File: src/design/ring_queue_pkg.sv
package ring_queue_pkg;

   // number of storage slots
   // six is not a power of two, so every pointer needs its wrap logic
   localparam int QUEUE_DEPTH = 6;

   // most words moved on either side in one cycle
   localparam int LANES = 2;

   // payload word width
   localparam int DATA_WIDTH = 16;

   // slot index, enough bits to name slots 0 to QUEUE_DEPTH-1
   localparam int PTR_WIDTH = $clog2(QUEUE_DEPTH);

   // per-cycle count, 0 to LANES
   localparam int COUNT_WIDTH = $clog2(LANES + 1);

   // occupancy, 0 to QUEUE_DEPTH inclusive
   localparam int OCC_WIDTH = $clog2(QUEUE_DEPTH + 1);

   // the pointer adds at most LANES to an index below QUEUE_DEPTH,
   // so the plain sum still fits PTR_WIDTH bits for this depth
   // and the wrapped sum needs one extra sign bit

endpackage

File: src/design/slot_port_if.sv
`timescale 1ns/1ps

// write port from the push side into the slot store
interface slot_write_if
   import ring_queue_pkg::*;
();

   // accepted words this cycle, already clamped to the free space
   logic [COUNT_WIDTH-1:0] wr_count;
   // lane 0 goes to wr_ptr, lane 1 to the slot after it
   logic [PTR_WIDTH-1:0]   wr_ptr;
   logic [DATA_WIDTH-1:0]  wr_data0;
   logic [DATA_WIDTH-1:0]  wr_data1;
   // registered fill level, fed back for the push grant
   logic [OCC_WIDTH-1:0]   occupancy;

   modport producer
   (
      output wr_count,
      output wr_ptr,
      output wr_data0,
      output wr_data1,
      input  occupancy
   );

   modport store
   (
      input  wr_count,
      input  wr_ptr,
      input  wr_data0,
      input  wr_data1,
      output occupancy
   );

endinterface

// read port from the slot store out to the pop side
interface slot_read_if
   import ring_queue_pkg::*;
();

   // granted pops this cycle
   logic [COUNT_WIDTH-1:0] rd_count;
   // oldest slot
   logic [PTR_WIDTH-1:0]   rd_ptr;
   // words at rd_ptr and the slot after it, fall-through
   logic [DATA_WIDTH-1:0]  rd_data0;
   logic [DATA_WIDTH-1:0]  rd_data1;
   logic [OCC_WIDTH-1:0]   occupancy;

   modport consumer
   (
      output rd_count,
      output rd_ptr,
      input  rd_data0,
      input  rd_data1,
      input  occupancy
   );

   modport store
   (
      input  rd_count,
      input  rd_ptr,
      output rd_data0,
      output rd_data1,
      output occupancy
   );

endinterface

File: src/design/circular_ptr.sv
`timescale 1ns/1ps

// slot pointer over QUEUE_DEPTH entries
// moves forward by 0 to LANES slots per cycle and wraps past the last slot
module circular_ptr
   import ring_queue_pkg::*;
(
   input  logic                   clk,
   input  logic                   reset_i,
   input  logic [COUNT_WIDTH-1:0] add_i,
   output logic [PTR_WIDTH-1:0]   ptr_o,
   output logic [PTR_WIDTH-1:0]   ptr_next_o
);

   logic [PTR_WIDTH-1:0] ptr_r;
   logic [PTR_WIDTH-1:0] ptr_nowrap;
   // one bit wider, top bit is the sign of the wrapped sum
   logic [PTR_WIDTH:0]   ptr_wrap;

   // both candidates are formed side by side
   // so add_i only goes through one adder before the select

   // plain sum, right while the pointer stays below the depth
   assign ptr_nowrap = ptr_r + PTR_WIDTH'(add_i);

   // sum with the depth taken off
   assign ptr_wrap = {1'b0, ptr_r} + (PTR_WIDTH + 1)'(add_i)
                     - (PTR_WIDTH + 1)'(QUEUE_DEPTH);

   // sign clear means ptr_r + add_i reached QUEUE_DEPTH
   // so take the wrapped value
   assign ptr_next_o = ptr_wrap[PTR_WIDTH] ? ptr_nowrap : ptr_wrap[PTR_WIDTH-1:0];

   // registered pointer, next value lands one edge later
   always_ff @(posedge clk)
   begin
      if (reset_i)
         ptr_r <= '0;
      else
         ptr_r <= ptr_next_o;
   end

   assign ptr_o = ptr_r;

endmodule

File: src/design/push_side.sv
`timescale 1ns/1ps

// producer side of the ring queue
// grants as many offered words as there are free slots
// and hands them to the store with the write pointer
module push_side
   import ring_queue_pkg::*;
(
   input  logic                   clk,
   input  logic                   reset_i,
   input  logic [COUNT_WIDTH-1:0] push_count_i,
   input  logic [DATA_WIDTH-1:0]  push_data0_i,
   input  logic [DATA_WIDTH-1:0]  push_data1_i,
   output logic [COUNT_WIDTH-1:0] push_accept_o,
   slot_write_if.producer         wport
);

   // slots not holding a word, 0 to QUEUE_DEPTH
   logic [OCC_WIDTH-1:0]   free_slots;
   // request limited to the lanes that exist
   logic [COUNT_WIDTH-1:0] req_count;

   // free space from the registered occupancy
   // words popped this cycle do not free room until the next edge
   assign free_slots = OCC_WIDTH'(QUEUE_DEPTH) - wport.occupancy;

   // the count port can encode one more than LANES
   // anything above is treated as a full-width offer
   assign req_count = (push_count_i > COUNT_WIDTH'(LANES))
                      ? COUNT_WIDTH'(LANES)
                      : push_count_i;

   // grant is the smaller of request and free space
   // truncation to COUNT_WIDTH only happens when free_slots < req_count
   always_comb
   begin
      if (OCC_WIDTH'(req_count) > free_slots)
         push_accept_o = COUNT_WIDTH'(free_slots);
      else
         push_accept_o = req_count;
   end

   // write pointer, advanced by the same grant that goes to the store
   circular_ptr wr_ptr_inst
   (
      .clk        (clk),
      .reset_i    (reset_i),
      .add_i      (push_accept_o),
      .ptr_o      (wport.wr_ptr),
      .ptr_next_o ()
   );

   // accepted words fill lanes in order
   // lane 0 always first, so a grant of one writes only data0
   assign wport.wr_count = push_accept_o;
   assign wport.wr_data0 = push_data0_i;
   assign wport.wr_data1 = push_data1_i;

   // refused words are simply not written
   // the producer keeps them and may offer again

endmodule

File: src/design/slot_store.sv
`timescale 1ns/1ps

// slot registers and occupancy of the ring queue
// two write lanes from the push side, two read lanes to the pop side
module slot_store
   import ring_queue_pkg::*;
(
   input logic         clk,
   input logic         reset_i,
   slot_write_if.store wport,
   slot_read_if.store  rport
);

   // payload slots
   logic [DATA_WIDTH-1:0] slot_r [QUEUE_DEPTH];
   // words held, 0 to QUEUE_DEPTH
   logic [OCC_WIDTH-1:0]  occ_r;
   // second lane positions on each side
   logic [PTR_WIDTH-1:0]  wr_ptr_p1;
   logic [PTR_WIDTH-1:0]  rd_ptr_p1;

   // index of the slot after ptr, wrapping after the last slot
   function automatic logic [PTR_WIDTH-1:0] next_slot(input logic [PTR_WIDTH-1:0] ptr);
      if (ptr == PTR_WIDTH'(QUEUE_DEPTH - 1))
         return '0;
      else
         return ptr + 1'b1;
   endfunction

   assign wr_ptr_p1 = next_slot(wport.wr_ptr);
   assign rd_ptr_p1 = next_slot(rport.rd_ptr);

   // lane 0 writes whenever any word is accepted
   // lane 1 only on a two-word grant
   // the push side never grants into occupied slots, so no overlap with live data
   always_ff @(posedge clk)
   begin
      if (wport.wr_count >= COUNT_WIDTH'(1))
         slot_r[wport.wr_ptr] <= wport.wr_data0;
      if (wport.wr_count >= COUNT_WIDTH'(2))
         slot_r[wr_ptr_p1] <= wport.wr_data1;
   end

   // head words, combinational from the read pointer
   // rd_data1 is only meaningful with two or more words stored
   assign rport.rd_data0 = slot_r[rport.rd_ptr];
   assign rport.rd_data1 = slot_r[rd_ptr_p1];

   // new fill level = old + pushed - popped
   // intermediate sum may wrap in OCC_WIDTH bits, the final value stays in range
   always_ff @(posedge clk)
   begin
      if (reset_i)
         occ_r <= '0;
      else
         occ_r <= occ_r + OCC_WIDTH'(wport.wr_count) - OCC_WIDTH'(rport.rd_count);
   end

   // registered level seen by both sides
   // a word written this cycle is not poppable until the next one
   assign wport.occupancy = occ_r;
   assign rport.occupancy = occ_r;

endmodule

File: src/design/pop_side.sv
`timescale 1ns/1ps

// consumer side of the ring queue
// grants pops against the stored words and shows the two oldest words
module pop_side
   import ring_queue_pkg::*;
(
   input  logic                   clk,
   input  logic                   reset_i,
   input  logic [COUNT_WIDTH-1:0] pop_count_i,
   output logic [COUNT_WIDTH-1:0] pop_taken_o,
   output logic [DATA_WIDTH-1:0]  pop_data0_o,
   output logic [DATA_WIDTH-1:0]  pop_data1_o,
   output logic [OCC_WIDTH-1:0]   occupancy_o,
   slot_read_if.consumer          rport
);

   // request limited to the lanes that exist
   logic [COUNT_WIDTH-1:0] req_count;

   // counts above LANES ask for both head words
   assign req_count = (pop_count_i > COUNT_WIDTH'(LANES))
                      ? COUNT_WIDTH'(LANES)
                      : pop_count_i;

   // grant is the smaller of request and occupancy
   // occupancy is registered, so a same-cycle push never feeds a pop
   always_comb
   begin
      if (OCC_WIDTH'(req_count) > rport.occupancy)
         pop_taken_o = COUNT_WIDTH'(rport.occupancy);
      else
         pop_taken_o = req_count;
   end

   // read pointer, steps past the popped words at the next edge
   circular_ptr rd_ptr_inst
   (
      .clk        (clk),
      .reset_i    (reset_i),
      .add_i      (pop_taken_o),
      .ptr_o      (rport.rd_ptr),
      .ptr_next_o ()
   );

   // store lowers its occupancy by the same grant
   assign rport.rd_count = pop_taken_o;

   // fall-through head
   // data0 valid with occupancy >= 1, data1 with occupancy >= 2
   assign pop_data0_o = rport.rd_data0;
   assign pop_data1_o = rport.rd_data1;

   // fill level straight from the store register
   assign occupancy_o = rport.occupancy;

endmodule

File: src/design/ring_queue.sv
`timescale 1ns/1ps

// six-slot ring queue, up to two words in and two out per cycle
// grants and head words are combinational, storage updates on the edge
module ring_queue
   import ring_queue_pkg::*;
(
   input  logic                   clk,
   input  logic                   reset_i,
   // producer
   input  logic [COUNT_WIDTH-1:0] push_count_i,
   input  logic [DATA_WIDTH-1:0]  push_data0_i,
   input  logic [DATA_WIDTH-1:0]  push_data1_i,
   output logic [COUNT_WIDTH-1:0] push_accept_o,
   // consumer
   input  logic [COUNT_WIDTH-1:0] pop_count_i,
   output logic [DATA_WIDTH-1:0]  pop_data0_o,
   output logic [DATA_WIDTH-1:0]  pop_data1_o,
   output logic [COUNT_WIDTH-1:0] pop_taken_o,
   // status
   output logic [OCC_WIDTH-1:0]   occupancy_o
);

   // push side to store
   slot_write_if wr_if ();
   // store to pop side
   slot_read_if  rd_if ();

   // write pointer and push grant
   push_side push_side_inst
   (
      .clk           (clk),
      .reset_i       (reset_i),
      .push_count_i  (push_count_i),
      .push_data0_i  (push_data0_i),
      .push_data1_i  (push_data1_i),
      .push_accept_o (push_accept_o),
      .wport         (wr_if.producer)
   );

   // slots and occupancy
   slot_store slot_store_inst
   (
      .clk     (clk),
      .reset_i (reset_i),
      .wport   (wr_if.store),
      .rport   (rd_if.store)
   );

   // read pointer, pop grant and head words
   pop_side pop_side_inst
   (
      .clk         (clk),
      .reset_i     (reset_i),
      .pop_count_i (pop_count_i),
      .pop_taken_o (pop_taken_o),
      .pop_data0_o (pop_data0_o),
      .pop_data1_o (pop_data1_o),
      .occupancy_o (occupancy_o),
      .rport       (rd_if.consumer)
   );

endmodule

File: config.mk
export PLATFORM = sky130hd
export DESIGN_NAME = ring_queue
export DESIGN_NICKNAME = d
export VERILOG_FILES = /design/src/design/ring_queue_pkg.sv /design/src/design/slot_port_if.sv /design/src/design/circular_ptr.sv /design/src/design/push_side.sv /design/src/design/slot_store.sv /design/src/design/pop_side.sv /design/src/design/ring_queue.sv
export SDC_FILE = /design/constraint.sdc
export NUM_CORES = 1
export LEC_CHECK = 0
export ABC_CLOCK_PERIOD_IN_PS = 3800
export BUFFER_PORTS_ARGS = -buffer_cell sky130_fd_sc_hd__buf_2
export CORE_MARGIN = 5
export CORE_UTILIZATION = 50
export DETAILED_ROUTE_END_ITERATION = 7
export PLACE_DENSITY = 0.75
export SLEW_MARGIN = 20
export SYNTH_ARGS = -nofsm -noshare
export SYNTH_HDL_FRONTEND = slang
export SYNTH_HIERARCHICAL = 1
export SYNTH_SLANG_ARGS = --single-unit
File: constraint.sdc
create_clock -name clk -period 3.8 [get_ports clk]
set_input_delay 0.38 -clock clk [delete_from_list [all_inputs] [get_ports clk]]
set_output_delay 0.38 -clock clk [all_outputs]
set_load 0.005 [all_outputs]
* Word level (Yosys, flattened, before mapping)
Memory sizes are Yosys's and may differ from the RTL's. A register that Yosys moved wholly into a read port is not among the register bits.
Index checks and enable logic that the tools add are counted.
** Storage, ports and cells
- Register bits :: 9
- Bits in writable memories :: 96
- Output and inout port bits :: 39
- Logic and storage cells :: 36
- Memories :: 1
** Memory list
- slot_store_inst.slot_r :: depth 6, width 16, rd ports 2, clocked after memory_dff 1, wr ports 2, line slot_store.sv:15 : logic [DATA_WIDTH-1:0] slot_r [QUEUE_DEPTH];
** Cells by class
- Add/subtract/negate cells :: 11
- Magnitude comparators :: 6
- Equal/unequal tests :: 2
- Muxes and demuxes :: 13
** Operators by type and width (number)
- $mux W3 :: 5
- $add A3 B2 Y3 :: 3
- $add A3 B2 Y4 :: 2
- $mux W2 :: 4
- $sub A4 B3 Y4 const B :: 2
- $add A3 B1 Y3 const B :: 2
- $eq A3 B3 Y1 const B :: 2
- $gt A2 B3 Y1 :: 2
- $gt A2 B2 Y1 const B :: 2
- $mux W1 :: 4
- $sub A3 B2 Y3 :: 1
- $sub A3 B3 Y3 const A :: 1
- $ge A2 B1 Y1 const B :: 1
- $ge A2 B2 Y1 const B :: 1

* Longest topological paths before layout
- Depth after elaboration :: 8
- Mapped depth :: 14

* Hierarchy
Netlist, hierarchy kept.
** Modules (own cells, without submodules)
- slot_store :: times used 1, cells an instance 452, area each 5935.7 um^2, seq. area each 2942.8 um^2
- circular_ptr :: times used 2, cells an instance 24, area each 234.0 um^2, seq. area each 60.1 um^2
- pop_side :: times used 1, cells an instance 47, area each 369.1 um^2, seq. area each 0.0 um^2
- push_side :: times used 1, cells an instance 47, area each 359.1 um^2, seq. area each 0.0 um^2

* Worst setup path before layout
No wires, ideal clock.
- Path type :: register to register
- From :: register slot_store_inst.occ_r[0] (netlist: slot_store_inst/rport.occupancy[0])
- To :: memory slot_store_inst.slot_r[0][0], enable pin
- Data arrival time :: 3174 ps
- Path slack :: 214 ps
- Stages on the path, launching flop included :: 10
- Cell sequence :: dfxtp_1 -> buf_4 -> ha_1 -> ha_1 -> nor2b_1 -> o211ai_2 -> mux2i_1 -> buf_4 -> o21ai_0 -> o21ai_0
** RTL lines
- start, declared :: line slot_store.sv:17 : logic [OCC_WIDTH-1:0] occ_r;
- start signal, assigned :: line slot_store.sv:56 : occ_r <= occ_r + OCC_WIDTH'(wport.wr_count) - OCC_WIDTH'(rport.rd_count);
- end, declared :: line slot_store.sv:15

* Worst setup path in the final report
- From :: register slot_store_inst.occ_r[0] (netlist: slot_store_inst/rport.occupancy[0])
- To :: register push_side_inst.wr_ptr_inst.ptr_r[2] (netlist: push_side_inst/wr_ptr_inst/ptr_o[2])
** On the way
- Cells in the longest elaborated chain, start to end :: 6
- Elaborated cells on any way between the ends :: 7
- Those cells by class :: 4 x add/sub; 1 x order compare; 2 x mux
** RTL lines
- $sub A3 B3 Y3 * :: line push_side.sv:25 : assign free_slots = OCC_WIDTH'(QUEUE_DEPTH) - wport.occupancy;
- $gt A2 B3 Y1 :: line push_side.sv:37 : if (OCC_WIDTH'(req_count) > free_slots)
- $mux W2 * :: line push_side.sv:37
- $add A3 B2 Y4 :: line circular_ptr.sv:27 : assign ptr_wrap = {1'b0, ptr_r} + (PTR_WIDTH + 1)'(add_i)
- $sub A4 B3 Y4 :: line circular_ptr.sv:28 : - (PTR_WIDTH + 1)'(QUEUE_DEPTH);
- $mux W3 * :: line circular_ptr.sv:32 : assign ptr_next_o = ptr_wrap[PTR_WIDTH] ? ptr_nowrap : ptr_wrap[PTR_WIDTH-1:0];
- end signal, assigned :: line circular_ptr.sv:40 : ptr_r <= ptr_next_o;
- end, declared :: line circular_ptr.sv:15 : logic [PTR_WIDTH-1:0] ptr_r;
Every way passes the cells marked *; elsewhere a longest branch is shown, timed or not.
A chain may end at the register's enable or synchronous reset.

==> results.ini <==
[clock_network]
clk_latency_ns=0.35
clockBufferDepth=2
clk_pin_slew_ns=0.07
cts.sinks=105
htreeDepth=3
cts_root_buf=clkbuf_16
cts_resized=0
cts_tree=built
post_cts_buffers=0
cts_buffers=9
holdBufCountCts=0

[global_routing]
busiest_layer=met2
grt_max_degree=47
use_met3_pct=4.08
grt-ovfl-total=0
grt_pass1_wl_um=25100
antenna_found_initial=2
grt_use_met2_pct=35.2
grt_pass1_vias=4774
grt_use_met1_pct=23.2
grtUsageTotal_pct=19.6

[floorplanning]
coreArea_um2=13900
core.rowCount=43
start_util_pct=51.0
die_x_um=129
die_h_um=129
pin_count=77
dieArea_um2=16700

[power_and_ir_drop]
power_density_nw_per_um2=816
p_leak_nw=2.79
p_sw_share_pct=39.0
pwr-share-comb_pct=51.1
seq_power_share_pct=33.7
max-vdd-ir-drop_v=0.000413
p_int_mw=3.72
p_clk_share_pct=15.2
switching_power_mw=2.38
p_total_mw=6.09

[setup_path]
worstSetupPathType=flop to flop
cp.required_ns=4.08
cp_max_fo=10
cp-end-kind=flop
arrival_ns=3.48
cp-start-kind=flop

[timing]
finalHoldViolCount=0
relSlewSlack_pct=58.5
maxSlewViolCount=0
setup_viol=0
worst_pin_slew_ns=0.621
rsz0062_at_grt=no
fin_skew_ns=0.00690
tns_ns=0
fmax_mhz=312
fin_crit_ns=3.20
min_period_over_period_pct=84.3

[logic_synthesis]
synthesis.area_um2=7110
syn_inst=590
syn_nets=649
synth_warnings=6
avgSynthCellArea_um2=12.1

[layout]
multi_input_area_um2=3230
seqCellArea_um2=3070
area_growth_pct=5.01
n_fill_cell=1184
final_common_cell=mux2_2
final_cell_mix=mux2_2, edfxtp_1, buf_2
final_util_pct=53.6
design_area_um2=7470
diodes=0
fin_nets=649
drive_gt1_share_pct=40.5

[drt]
vias_per_cell=5.85
dr.pass1.iters=5
wl_um=16100
num_vias=4537
drc_errors=0
ant_nets=0
drt-wirelength-per-cell_um=20.8
first_iter_violations=419

[hold_path]
hp-class=input pin to flop

[placement]
portBuffers=76
hpwl_um=10800
gp_congestion=0.809
dpl-instance-area_um2=7180

[outcome]
status=finished clean

[job]
cap_violations=0

-- sequential cells by signal (all words and copies together) (netlist names) --
name / count
pop_side_inst/rd_ptr_inst/ptr_o: 3
slot_store_inst/rport.occupancy: 3
slot_store_inst/slot_r: 96
push_side_inst/wr_ptr_inst/ptr_o: 3
-- critical path, cell delays in order, from the launching register on --
cell	delay [ns]
dfxtp_1	0.45
ha_1	0.30
ha_1	0.29
nor2b_1	0.14
o211ai_2	0.20
mux2i_1	0.21
buf_4	0.18
inv_1	0.09
ha_1	0.28
inv_1	0.04
ha_1	0.19
fa_1	0.41
or2_1	0.26
o22ai_2	0.10
-- metal layers --
metal / vias to the layer above / wire length [µm]
met5: - / 27
met4: 4 / 353
met3: 33 / 914
met2: 150 / 8420
met1: 2244 / 6410
li1: 2106 / -
-- final timing paths --
| path | from | end | cells after the start | slack, ns |
|---|---|---|---|---|
| worst max-delay path | slot_store_inst/rport.occupancy[0]$_SDFF_PP0_ | push_side_inst/wr_ptr_inst/ptr_o[2]$_SDFF_PP0_ | 13 | 0.60 |
| worst min-delay path | reset_i | slot_store_inst/rport.occupancy[1]$_SDFF_PP0_ | 2 | 0.36 |
| worst max register to register | slot_store_inst/rport.occupancy[0]$_SDFF_PP0_ | push_side_inst/wr_ptr_inst/ptr_o[2]$_SDFF_PP0_ | 13 | 0.60 |
| worst min register to register | slot_store_inst/rport.occupancy[2]$_SDFF_PP0_ | slot_store_inst/rport.occupancy[2]$_SDFF_PP0_ | 3 | 0.74 |
-- final cells by class --
cell class              count  area share [%]
clock buffers              13            3.35
clock inverters             3           0.570
inverters                  24            1.21
multi-input cells         350            43.3
flip-flops and latches    105            41.1
well taps                 180            3.02
repair buffers            100            7.51
-- through the flow --
| stage | setup slack [ns] | cells | hold WS [ns] |
|---|---|---|---|
| detailed placement | 0.593 | 759 | 0.706 |
| global route | 0.394 | 775 | 0.395 |
| finish | 0.598 | 775 | 0.358 |
| global placement | 0.747 | 759 | 0.693 |
| CTS | 0.576 | 775 | 0.349 |
| floorplan | 0.214 | 590 | 0.447 |
-- power by group through the flow --
| stage | Combinational (mW) | Clock (mW) | Sequential [mW] |
|---|---|---|---|
| after floorplan | 2.74 | 0 | 1.87 |
| after global placement | 3.03 | 0 | 2.03 |
| after detailed placement | 3.12 | 0 | 2.07 |
| after CTS | 3.14 | 0.936 | 2.05 |
| after global routing | 3.40 | 0.990 | 2.10 |
| final | 3.11 | 0.927 | 2.05 |
Power figures use the tool's default switching activity.
